`src/hdl/conv_pkg.sv`:
```
`default_nettype none

package conv_pkg;

    // ------------------------------------------------------------
    // Word and field widths
    // ------------------------------------------------------------

    // Integer input width
    localparam int INT_W = 32;

    // IEEE-754 single precision fields
    localparam int EXP_W  = 8;
    localparam int FRAC_W = 23;

    // Exponent bias for single precision
    localparam int EXP_BIAS = 127;

    // Leading-zero count width, 0..31 for a nonzero word
    localparam int LZC_W = $clog2(INT_W);

    // ------------------------------------------------------------
    // Pipeline
    // ------------------------------------------------------------

    // Register stages after the converter, also the valid delay depth
    localparam int CONV_STAGES = 4;

    // ------------------------------------------------------------
    // Float word layout
    // ------------------------------------------------------------

    // Sign, biased exponent, fraction below the hidden one
    typedef struct packed {
        logic              sign;
        logic [EXP_W-1:0]  exp;
        logic [FRAC_W-1:0] frac;
    } float32_t;

endpackage

`default_nettype wire

```
`src/hdl/int_to_float_norm.sv`:
```
`timescale 1ns/1ps
`default_nettype none

module int_to_float_norm
    import conv_pkg::*;
(
    input  logic [INT_W-1:0] ival,
    output float32_t         fval
);

    // ------------------------------------------------------------
    // Sign and magnitude
    // ------------------------------------------------------------
    logic             sign;
    logic [INT_W-1:0] abs_val;
    logic             is_zero;

    assign sign = ival[INT_W-1];

    // Two's complement negate for negatives
    // INT_MIN wraps to itself, read as unsigned 2^31
    assign abs_val = sign ? (~ival + 1'b1) : ival;

    assign is_zero = (abs_val == '0);

    // ------------------------------------------------------------
    // Leading zero count
    // ------------------------------------------------------------
    logic [LZC_W-1:0] lzc;

    // Scan upward, highest set bit is the last to write
    always_comb begin
        lzc = '0;
        for (int i = 0; i < INT_W; i++) begin
            if (abs_val[i]) begin
                lzc = LZC_W'(INT_W - 1 - i);
            end
        end
    end

    // ------------------------------------------------------------
    // Normalize and pack
    // ------------------------------------------------------------
    logic [INT_W-1:0]  shifted;
    logic [EXP_W-1:0]  exp_field;
    logic [FRAC_W-1:0] frac_field;

    // Leading one moves to the MSB
    assign shifted = abs_val << lzc;

    // Position of leading one plus bias
    assign exp_field = EXP_W'(INT_W - 1 - int'(lzc) + EXP_BIAS);

    // Bits just below the hidden one, lower bits dropped
    assign frac_field = shifted[INT_W-2 -: FRAC_W];

    always_comb begin
        if (is_zero) begin
            // Zero maps to +0.0
            fval = '0;
        end else begin
            fval.sign = sign;
            fval.exp  = exp_field;
            fval.frac = frac_field;
        end
    end

endmodule

`default_nettype wire

```
`src/hdl/delay_buffer.sv`:
```
`timescale 1ns/1ps
`default_nettype none

module delay_buffer
    import conv_pkg::*;
(
    input  logic clk,
    input  logic rst,
    input  logic valid_in,
    input  logic enable,
    output logic valid_out
);

    // ------------------------------------------------------------
    // Valid shift register
    // ------------------------------------------------------------

    // Bit k mirrors data pipeline stage k
    logic [CONV_STAGES-1:0] valid_q;

    always_ff @(posedge clk) begin
        if (rst) begin
            valid_q <= '0;
        end else if (enable) begin
            // New valid enters stage 0
            valid_q[0] <= valid_in;
            // Older bits advance one stage
            for (int k = 1; k < CONV_STAGES; k++) begin
                valid_q[k] <= valid_q[k-1];
            end
        end
    end

    // Last stage feeds the output buffer
    assign valid_out = valid_q[CONV_STAGES-1];

endmodule

`default_nettype wire

```
`src/hdl/oehb.sv`:
```
`timescale 1ns/1ps
`default_nettype none

module oehb
    import conv_pkg::*;
(
    input  logic     clk,
    input  logic     rst,
    input  float32_t ins,
    input  logic     ins_valid,
    output logic     ins_ready,
    output float32_t outs,
    output logic     outs_valid,
    input  logic     outs_ready
);

    // ------------------------------------------------------------
    // Slot state
    // ------------------------------------------------------------
    logic     full_q;
    float32_t data_q;

    // Room when empty or the held word leaves now
    assign ins_ready = ~full_q | outs_ready;

    // Full bit
    always_ff @(posedge clk) begin
        if (rst) begin
            full_q <= 1'b0;
        end else if (ins_ready) begin
            // Slot is free this edge, so it holds whatever arrives
            full_q <= ins_valid;
        end
    end

    // Payload register, loads on input transfer only
    always_ff @(posedge clk) begin
        if (ins_valid && ins_ready) begin
            data_q <= ins;
        end
    end

    // ------------------------------------------------------------
    // Output side
    // ------------------------------------------------------------
    assign outs       = data_q;
    assign outs_valid = full_q;

endmodule

`default_nettype wire

```
`src/hdl/tehb.sv`:
```
`timescale 1ns/1ps
`default_nettype none

module tehb
    import conv_pkg::*;
(
    input  logic             clk,
    input  logic             rst,
    input  logic [INT_W-1:0] ins,
    input  logic             ins_valid,
    output logic             ins_ready,
    output logic [INT_W-1:0] outs,
    output logic             outs_valid,
    input  logic             outs_ready
);

    // ------------------------------------------------------------
    // Slot state
    // ------------------------------------------------------------
    logic             full_q;
    logic [INT_W-1:0] data_q;
    logic             capture;

    // Word arrives while consumer stalls and slot is empty
    assign capture = ins_valid & ~full_q & ~outs_ready;

    // Full bit
    always_ff @(posedge clk) begin
        if (rst) begin
            full_q <= 1'b0;
        end else if (capture) begin
            full_q <= 1'b1;
        end else if (full_q && outs_ready) begin
            // Stored word handed on
            full_q <= 1'b0;
        end
    end

    // Payload register
    always_ff @(posedge clk) begin
        if (capture) begin
            data_q <= ins;
        end
    end

    // ------------------------------------------------------------
    // Channel outputs
    // ------------------------------------------------------------

    // Stored word has priority over the input
    assign outs       = full_q ? data_q : ins;
    assign outs_valid = full_q | ins_valid;

    // Input blocked until the stored word drains
    assign ins_ready = ~full_q;

endmodule

`default_nettype wire

```
`src/hdl/sitofp.sv`:
```
`timescale 1ns/1ps
`default_nettype none

module sitofp
    import conv_pkg::*;
(
    input  logic             clk,
    input  logic             rst,
    input  logic [INT_W-1:0] ins,
    input  logic             ins_valid,
    output logic             ins_ready,
    output float32_t         outs,
    output logic             outs_valid,
    input  logic             outs_ready
);

    // ------------------------------------------------------------
    // Conversion
    // ------------------------------------------------------------
    float32_t converted;

    int_to_float_norm norm_i (
        .ival (ins),
        .fval (converted)
    );

    // ------------------------------------------------------------
    // Data pipeline
    // ------------------------------------------------------------
    float32_t pipe_q [CONV_STAGES];
    logic     oehb_ready;
    logic     buff_valid;

    // All stages move together, frozen while oehb is blocked
    always_ff @(posedge clk) begin
        if (oehb_ready) begin
            pipe_q[0] <= converted;
            for (int k = 1; k < CONV_STAGES; k++) begin
                pipe_q[k] <= pipe_q[k-1];
            end
        end
    end

    // ------------------------------------------------------------
    // Valid tracking
    // ------------------------------------------------------------

    // Same enable as the data stages, so valid stays aligned
    delay_buffer delay_buffer_i (
        .clk       (clk),
        .rst       (rst),
        .valid_in  (ins_valid),
        .enable    (oehb_ready),
        .valid_out (buff_valid)
    );

    // ------------------------------------------------------------
    // Output buffer
    // ------------------------------------------------------------
    oehb oehb_i (
        .clk        (clk),
        .rst        (rst),
        .ins        (pipe_q[CONV_STAGES-1]),
        .ins_valid  (buff_valid),
        .ins_ready  (oehb_ready),
        .outs       (outs),
        .outs_valid (outs_valid),
        .outs_ready (outs_ready)
    );

    // Accept whenever the pipeline can advance
    assign ins_ready = oehb_ready;

endmodule

`default_nettype wire

```
`src/hdl/sitofp_top.sv`:
```
`timescale 1ns/1ps
`default_nettype none

module sitofp_top
    import conv_pkg::*;
(
    input  logic             clk,
    input  logic             rst,
    input  logic [INT_W-1:0] ins,
    input  logic             ins_valid,
    output logic             ins_ready,
    output float32_t         outs,
    output logic             outs_valid,
    input  logic             outs_ready
);

    // ------------------------------------------------------------
    // Inner channel, tehb to sitofp
    // ------------------------------------------------------------
    logic [INT_W-1:0] word;
    logic             word_valid;
    logic             word_ready;

    // Input slot, keeps ins_ready off the pipeline stall path
    tehb tehb_i (
        .clk        (clk),
        .rst        (rst),
        .ins        (ins),
        .ins_valid  (ins_valid),
        .ins_ready  (ins_ready),
        .outs       (word),
        .outs_valid (word_valid),
        .outs_ready (word_ready)
    );

    // Conversion pipeline with output slot
    sitofp sitofp_i (
        .clk        (clk),
        .rst        (rst),
        .ins        (word),
        .ins_valid  (word_valid),
        .ins_ready  (word_ready),
        .outs       (outs),
        .outs_valid (outs_valid),
        .outs_ready (outs_ready)
    );

endmodule

`default_nettype wire

```
`config.mk`:
```
export PLATFORM = sky130hd
export DESIGN_NAME = sitofp_top
export DESIGN_NICKNAME = d
export VERILOG_FILES = /design/src/hdl/conv_pkg.sv /design/src/hdl/int_to_float_norm.sv /design/src/hdl/delay_buffer.sv /design/src/hdl/oehb.sv /design/src/hdl/tehb.sv /design/src/hdl/sitofp.sv /design/src/hdl/sitofp_top.sv
export SDC_FILE = /design/constraint.sdc
export NUM_CORES = 1
export LEC_CHECK = 0
export BUFFER_PORTS_ARGS = -buffer_cell sky130_fd_sc_hd__buf_2
export CAP_MARGIN = 20
export CORE_AREA = 10 10 185 187
export CTS_CLUSTER_SIZE = 12
export DETAILED_ROUTE_END_ITERATION = 12
export DIE_AREA = 0 0 195 197
export HOLD_SLACK_MARGIN = 0.03
export PLACE_DENSITY = 0.52
export SLEW_MARGIN = 30
export SYNTH_ARGS = -nofsm -noshare
export SYNTH_HDL_FRONTEND = slang
export SYNTH_SLANG_ARGS = --single-unit
```
`constraint.sdc`:
```
create_clock -name clk -period 8.79 [get_ports clk]
set_input_delay 0.4395 -clock clk [delete_from_list [all_inputs] [get_ports clk]]
set_output_delay 0.4395 -clock clk [all_outputs]
set_load 0.01 [all_outputs]
```
==> flow_summary.yaml, run 1 <==
clock_tree:
  cts_tree: "yes"
  cts.sinks: 198
  cts-buffers-inserted: 17
  h-tree-depth: 4
  clock_latency_ns: 0.44
  cts_hold_buf: 0
  clkTransAtPathRegs_ns: 0.08
  clock-root-buffer: "clkbuf_16"
  cts_setup_buffers: 0
  cts_resized: 0
  clock_tree.buffer_depth: 2
floorplan:
  initial_core_util: 0.347
  io_pins: 70
  coreArea_sq_um: 30400
  placementRows: 64
  fp.dieArea_sq_um: 38400
  fp.dieW_microns: 195
  dieHeight_microns: 197
drt:
  drc_errors: 0
  vias: 7483
  wl_met2_mm: 12.8
  drt_iter0_markers: 577
  dr.pass1.iters: 6
  routed.top_layer: "met4"
  routed_via_density: 5.60
  finalWirelength_mm: 26.3
  avgRoutedWirePerCell_microns: 19.7
  wl_met1_mm: 11.6
  ant_nets: 0
  dr_wl_met3_mm: 1.48
logic_synthesis:
  synth_ff_type: "edfxtp_1"
  yosys.area.top_type: "edfxtp_1"
  yosysUniqueCellTypes: 90
  synth-seq-cells: 198
  syn_avg_cell_area_sq_um: 12.1
  synth_top_cell_area_share: 0.546
  synth_edf_count: 192
  synth_nets: 910
  ys_seq_area_frac: 0.557
  synthTopCellsByArea: "edfxtp_1, mux2i_1, a21oi_1"
  syn_area_sq_um: 10600
  yosysWarnings: 0
  synthArstFlopShare: 0
  postSynthCellCount: 871
flow_run:
  cap_violations: 0
cells_and_area:
  seqCellArea_sq_um: 5890
  fillers: 2964
  area_growth_pct: 12.3
  fin_nets: 965
  final_cells: 1336
  drive_above_1_share: 0.188
  multiInputGateArea_sq_um: 4350
sta:
  fmax_ghz: 0.166
  setup_slack_ns: 2.78
  timing_hold_violations_final: 0
  drv_slew: 0
  post-route-period-util: 0.684
  max_slew_margin: 0.371
  rsz0062_at_grt: "false"
  finClkSkew_ns: 0.0144
  setup_tns_ns: 0
  setup_violations: 0
  fin_crit_ns: 6.01
  worst_pin_slew_ns: 0.936
placed_design:
  dp.cells: 1303
  io_buffers: 69
  hpwlAfterDp_mm: 19.1
  gp_congestion: 0.923
  place_ws_ns: 2.76
grt:
  gr-total-overflow: 0
  grt_max_degree: 73
  grt_usage: 0.136
  grt_pass1_vias: 7426
  antenna_found_initial: 1
  grt_pass1_wl_mm: 42.3
setup_path:
  end_kind: "flip-flop"
  arrival_ns: 6.29
  critPathMaxFanout: 67
  worst_setup_path_start_kind: "flip-flop"
  cp_data_required_time_ns: 9.06
  criticalPathCategory: "reg -> reg"
power:
  finalPower_mw: 2.45
  p_leak_nw: 3.97
  ir_worst_vdd_uv: 118
  p_per_area_nw_per_um2: 207
hold_path:
  min_path_type: "in -> reg"
outcome:
  status: "complete, no violations"
[worst max-delay path, stage by stage, from the launching register on]
cell and delay (ns):
dfxtp_4 0.46, buf_4 0.64, nor4b_1 0.56, a22oi_1 0.39, nor4_1 0.60, mux2i_1 0.30, nor2_1 0.11, a2111oi_4 0.41
o311ai_4 0.23, a31oi_4 0.57, nor2_2 0.08, inv_2 0.39, a21oi_1 0.24, mux2_2 0.38, mux2_2 0.26, o221ai_1 0.15
[registers in the layout (all words and copies together), names as in the netlist]
register,cells
sitofp_i.oehb_i.outs,32
tehb_i.data_q,32
sitofp_i.delay_buffer_i.valid_q,4
tehb_i.full_q,1
sitofp_i.oehb_i.outs_valid,1
sitofp_i.pipe_q,128
[metrics by stage]
| stage | cell area (sq um) | utilization | hold slack (ns) |
|---|---|---|---|
| 6_report | 11900 | 0.390 | 0.189 |
| 5_1_grt | 11900 | 0.390 | 0.166 |
| 4_1_cts | 11800 | 0.389 | 0.160 |
| 3_5_place_dp | 11200 | 0.368 | 0.405 |
| 3_3_place_gp | 11200 | 0.368 | 0.401 |
| 2_1_floorplan | 10600 | - | 0.400 |
[cell usage in the layout (no fill, tap or decap), drive strengths merged, types with 7 or more instances in the layout]
master	count
o211a	10
xor2	16
nor3	46
xnor2	20
a21oi	50
mux2	21
nor3b	16
nand3	13
a211oi	15
o21ai	48
nor4	16
o211ai	12
and3	9
inv	17
clkbuf	17
nor2	66
o22ai	14
mux2i	58
buf	82
or2	7
a22oi	10
a31oi	9
or3	7
nor4b	8
nand2	46
and2	9
edfxtp	192
nand4	7
[cell usage after synthesis, drive strengths merged (8+ instances only)]
library cell,count
edfxtp,192
nor3b,16
and2,9
o21ai,48
o211ai,12
o22ai,14
a22oi,10
nor2,66
xnor2,20
mux2i,58
nor4,16
a211oi,15
a21oi,50
inv,9
nand3,13
o211a,10
nand2,46
buf,39
mux2,21
and3,9
nor4b,8
xor2,16
nor3,46
a31oi,9
[metal layers]
metal,GRT usage,vias to the layer above
met4,0.0430,0
met2,0.226,245
met1,0.175,3627
met3,0.0280,39
li1,-,3572
met5,0,-
[path summary, 6_finish.rpt]
kind,start,to,slack (ns),depth (start not counted)
setup / recovery,tehb_i.full_q,sitofp_i.pipe_q[0][13],2.78,15
hold / removal,ins[24],tehb_i.data_q[24],0.19,1
hold reg to reg,sitofp_i.pipe_q[2][21],sitofp_i.pipe_q[3][21],0.41,0
setup reg to reg,tehb_i.full_q,sitofp_i.pipe_q[0][13],2.78,15
[kinds of logic (layout without fill, tap and decap cells)]
family          Yosys count  in the layout  synth area share
compound gates          233            233             0.162
simple gates            267            267             0.136
xor+xnor                 36             36            0.0299
other cells               0              1                 0
flops                   198            198             0.557
fa+ha+maj                 3              3           0.00356
mux                      79             79            0.0777
buf+inv                  55            123            0.0334
[where the power goes]
part | switching (mW) | internal, mW | total (mW)
registers | 0.0349 | 1.22 | 1.25
clock network | 0.384 | 0.444 | 0.828
logic | 0.248 | 0.128 | 0.375
[cell type report]
class / instances / area share
sequential: 198 / 0.497
multi-input combinational: 618 / 0.367
tap: 396 / 0.0418
timing repair buffer: 82 / 0.0374
clock buffer: 17 / 0.0359
clock inverter: 15 / 0.0185
inverter: 9 / 0.00285
antenna: 1 / 0.000211
Note: power is estimated with default switching activity, not from simulation.
==> inputs of run 2 (changes only) <==
--- a/config.mk
+++ b/config.mk
@@ -5,12 +5,13 @@
 export SDC_FILE = /design/constraint.sdc
 export NUM_CORES = 1
 export LEC_CHECK = 0
+export ABC_AREA = 1
 export BUFFER_PORTS_ARGS = -buffer_cell sky130_fd_sc_hd__buf_2
 export CAP_MARGIN = 20
-export CORE_AREA = 10 10 185 187
+export CORE_AREA = 10 10 178 180
 export CTS_CLUSTER_SIZE = 12
 export DETAILED_ROUTE_END_ITERATION = 12
-export DIE_AREA = 0 0 195 197
+export DIE_AREA = 0 0 188 190
 export HOLD_SLACK_MARGIN = 0.03
 export PLACE_DENSITY = 0.52
 export SLEW_MARGIN = 30
==> constraint.sdc (replaced) <==
create_clock -name clk -period 5.65 [get_ports clk]
set_input_delay 0.2825 -clock clk [delete_from_list [all_inputs] [get_ports clk]]
set_output_delay 0.2825 -clock clk [all_outputs]
set_load 0.01 [all_outputs]
==> flow_summary.yaml, run 2 <==
logic_synthesis:
  synthTopCellsByArea: "edfxtp_1, nand3_1, nand2_1"
  synthSimpleGateAreaFrac: 0.250
  ys_seq_area_frac: 0.608
  synth-seq-cells: 198
  synth_top_family_by_area: "simple AND/OR/NAND/NOR gates"
  synth_top_cell_area_share: 0.595
  synthArstFlopShare: 0
  synth_nets: 956
  synth-xor-area-share: 0.0295
  synthAdderAreaFrac: 0.00388
  yosys.area.top_type: "edfxtp_1"
  yosysMostFrequentCell: "nand2_1"
  syn_avg_cell_area_sq_um: 10.6
  yosysWarnings: 0
  synth_compound_area_frac: 0.0244
  synthTopCellsByCount: "nand2_1, edfxtp_1, nand3_1"
  yosysUniqueCellTypes: 48
  postSynthCellCount: 917
  synthMuxAreaShare: 0.0245
  synth_edf_count: 192
  syn_area_sq_um: 9690
  synth_ff_type: "edfxtp_1"
setup_path:
  end_kind: "flip-flop"
  critPathMaxFanout: 22
  cp_data_required_time_ns: 5.94
  timing.rr.start: "tehb_i.full_q"
  criticalPathCategory: "reg -> reg"
  worst_setup_path_start_kind: "flip-flop"
  startpoint: "tehb_i.full_q"
  arrival_ns: 5.03
sta:
  drv_slew: 0
  worst_pin_slew_ns: 0.961
  setup_violations: 0
  timing_hold_violations_final: 0
  setup_tns_ns: 0
  fmax_ghz: 0.211
  post-route-period-util: 0.839
  fin_crit_ns: 4.74
  max_slew_margin: 0.353
  finClkSkew_ns: 0.0154
  rsz0062_at_grt: "false"
clock_tree:
  clock_latency_ns: 0.44
  cts-buffers-inserted: 17
  clkTransAtPathRegs_ns: 0.08
  cts_setup_buffers: 0
  clock_tree.buffer_depth: 2
  h-tree-depth: 4
  cts.sinks: 198
  cts_tree: "yes"
  clock-root-buffer: "clkbuf_16"
cells_and_area:
  fillers: 2832
  largest-register: "sitofp_i.pipe_q"
  fin_util: 0.395
  layout_commonest_cell: "nand2_1"
  drive_above_1_share: 0.210
  largest_reg_flops: 128
  fin_nets: 1038
  diodes: 0
  final_cell_mix: "nand2_1, edfxtp_1, nand3_1"
  area_growth_pct: 15.0
  multiInputGateArea_sq_um: 3230
  seqCellArea_sq_um: 5890
floorplan:
  dieHeight_microns: 190
  fp.dieW_microns: 188
  io_pins: 70
  coreArea_sq_um: 28200
  placementRows: 62
  fp.dieArea_sq_um: 35700
  initial_core_util: 0.343
drt:
  finalWirelength_mm: 19.7
  drc_errors: 0
  ant_nets: 0
  routed_via_density: 4.56
  dr.pass1.iters: 5
  drt_iter0_markers: 432
  avgRoutedWirePerCell_microns: 14.1
  vias: 6362
flow_run:
  cap_violations: 0
placed_design:
  hpwlAfterDp_mm: 14.3
  gp_congestion: 0.856
  io_buffers: 69
hold_path:
  min_path_type: "in -> reg"
  min_from: "ins[30]"
grt:
  grt_pass1_wl_mm: 33.2
  antenna_found_initial: 0
  grt_max_degree: 93
  grt_usage: 0.114
  grt_pass1_vias: 6284
  gr-total-overflow: 0
power:
  p_per_area_nw_per_um2: 335
  p_leak_nw: 4.49
  ir_worst_vdd_uv: 146
outcome:
  status: "complete, no violations"
==> run 2: cell types whose count changed in the layout (fill, tap and decap cells not counted), sizes merged, moves of 17 or more <==
cell,delta
mux2i,-38
a21oi,-40
o21ai,-33
inv,+77
nand2,+199
xnor2,-17
nor3,-44
nand3,+166
mux2,-21
==> run 2: worst max-delay path: stages, from the launching register on <==
cell and delay (ns):
dfxtp_2 0.58, buf_4 0.43, mux2i_1 0.33, inv_1 0.13
nor2_1 0.15, inv_2 0.07, nor4_2 0.29, nand4_1 0.21
nor2_1 0.18, nand4_1 0.10, nand2_1 0.10, xnor2_1 0.25
nand3_1 0.20, nor2_1 0.23, inv_2 0.06, nor2_1 0.19
o21ai_2 0.15, nor2_1 0.60, nand4_1 0.20, nand3_1 0.13
==> run 2: metrics by stage <==
step / instances / hold WS (ns) / worst slack, ns / total power [mW] / cell area (sq um)
after detailed placement: 1349 / 0.405 / 0.883 / 2.53 / 10400
after global placement: 1349 / 0.400 / 0.868 / 2.52 / 10400
final: 1396 / 0.0412 / 0.909 / 3.74 / 11100
after CTS: 1389 / 0.0303 / 0.862 / 3.78 / 11100
after global routing: 1396 / 0.0307 / 0.277 / 3.94 / 11100
after floorplan: 917 / 0.352 / 1.32 / 2.38 / 9690
==> run 2: repair_timing <==
item / CTS / global route
resized for setup: 0 / 0
hold buffers: 8 / 7
hold endpoints to repair: 8 / 7
==> run 2: kinds of logic after synthesis <==
| logic type | Yosys count |
|---|---|
| mux | 20 |
| fa+ha+maj | 3 |
| compound gates | 34 |
| flops | 198 |
| xor+xnor | 24 |
| simple gates | 515 |
| buf+inv | 123 |
==> run 2: final cells by class <==
class                           instances  share of cell area
Clock buffer                           17              0.0382
Clock inverter                         15              0.0166
Timing Repair Buffer                   96              0.0529
Sequential cell                       198               0.528
Tap cell                              384              0.0431
Inverter                               90              0.0308
Multi-Input combinational cell        596               0.290
==> run 2: power breakdown <==
part / leakage, nW / switching, mW / internal [mW] / total [mW]
sequential: 1.96 / 0.0523 / 1.92 / 1.97
combinational: 2.24 / 0.359 / 0.173 / 0.533
clock: 0.290 / 0.599 / 0.637 / 1.24
==> run 2: routing by layer <==
metal | wire length (microns) | share of wire | global-route usage
met5 | 0 | 0 | 0
met4 | 201 | 0.010 | 0.0338
met3 | 795 | 0.040 | 0.0242
met2 | 9160 | 0.47 | 0.182
met1 | 9520 | 0.48 | 0.152
==> run 2: worst paths after layout <==
kind | end | slack (ns) | cells after the start
min | tehb_i.data_q[30] | 0.04 | 1
min reg2reg | sitofp_i.pipe_q[3][0] | 0.41 | 0
max reg2reg | sitofp_i.pipe_q[0][10] | 0.91 | 19
max | sitofp_i.pipe_q[0][10] | 0.91 | 19
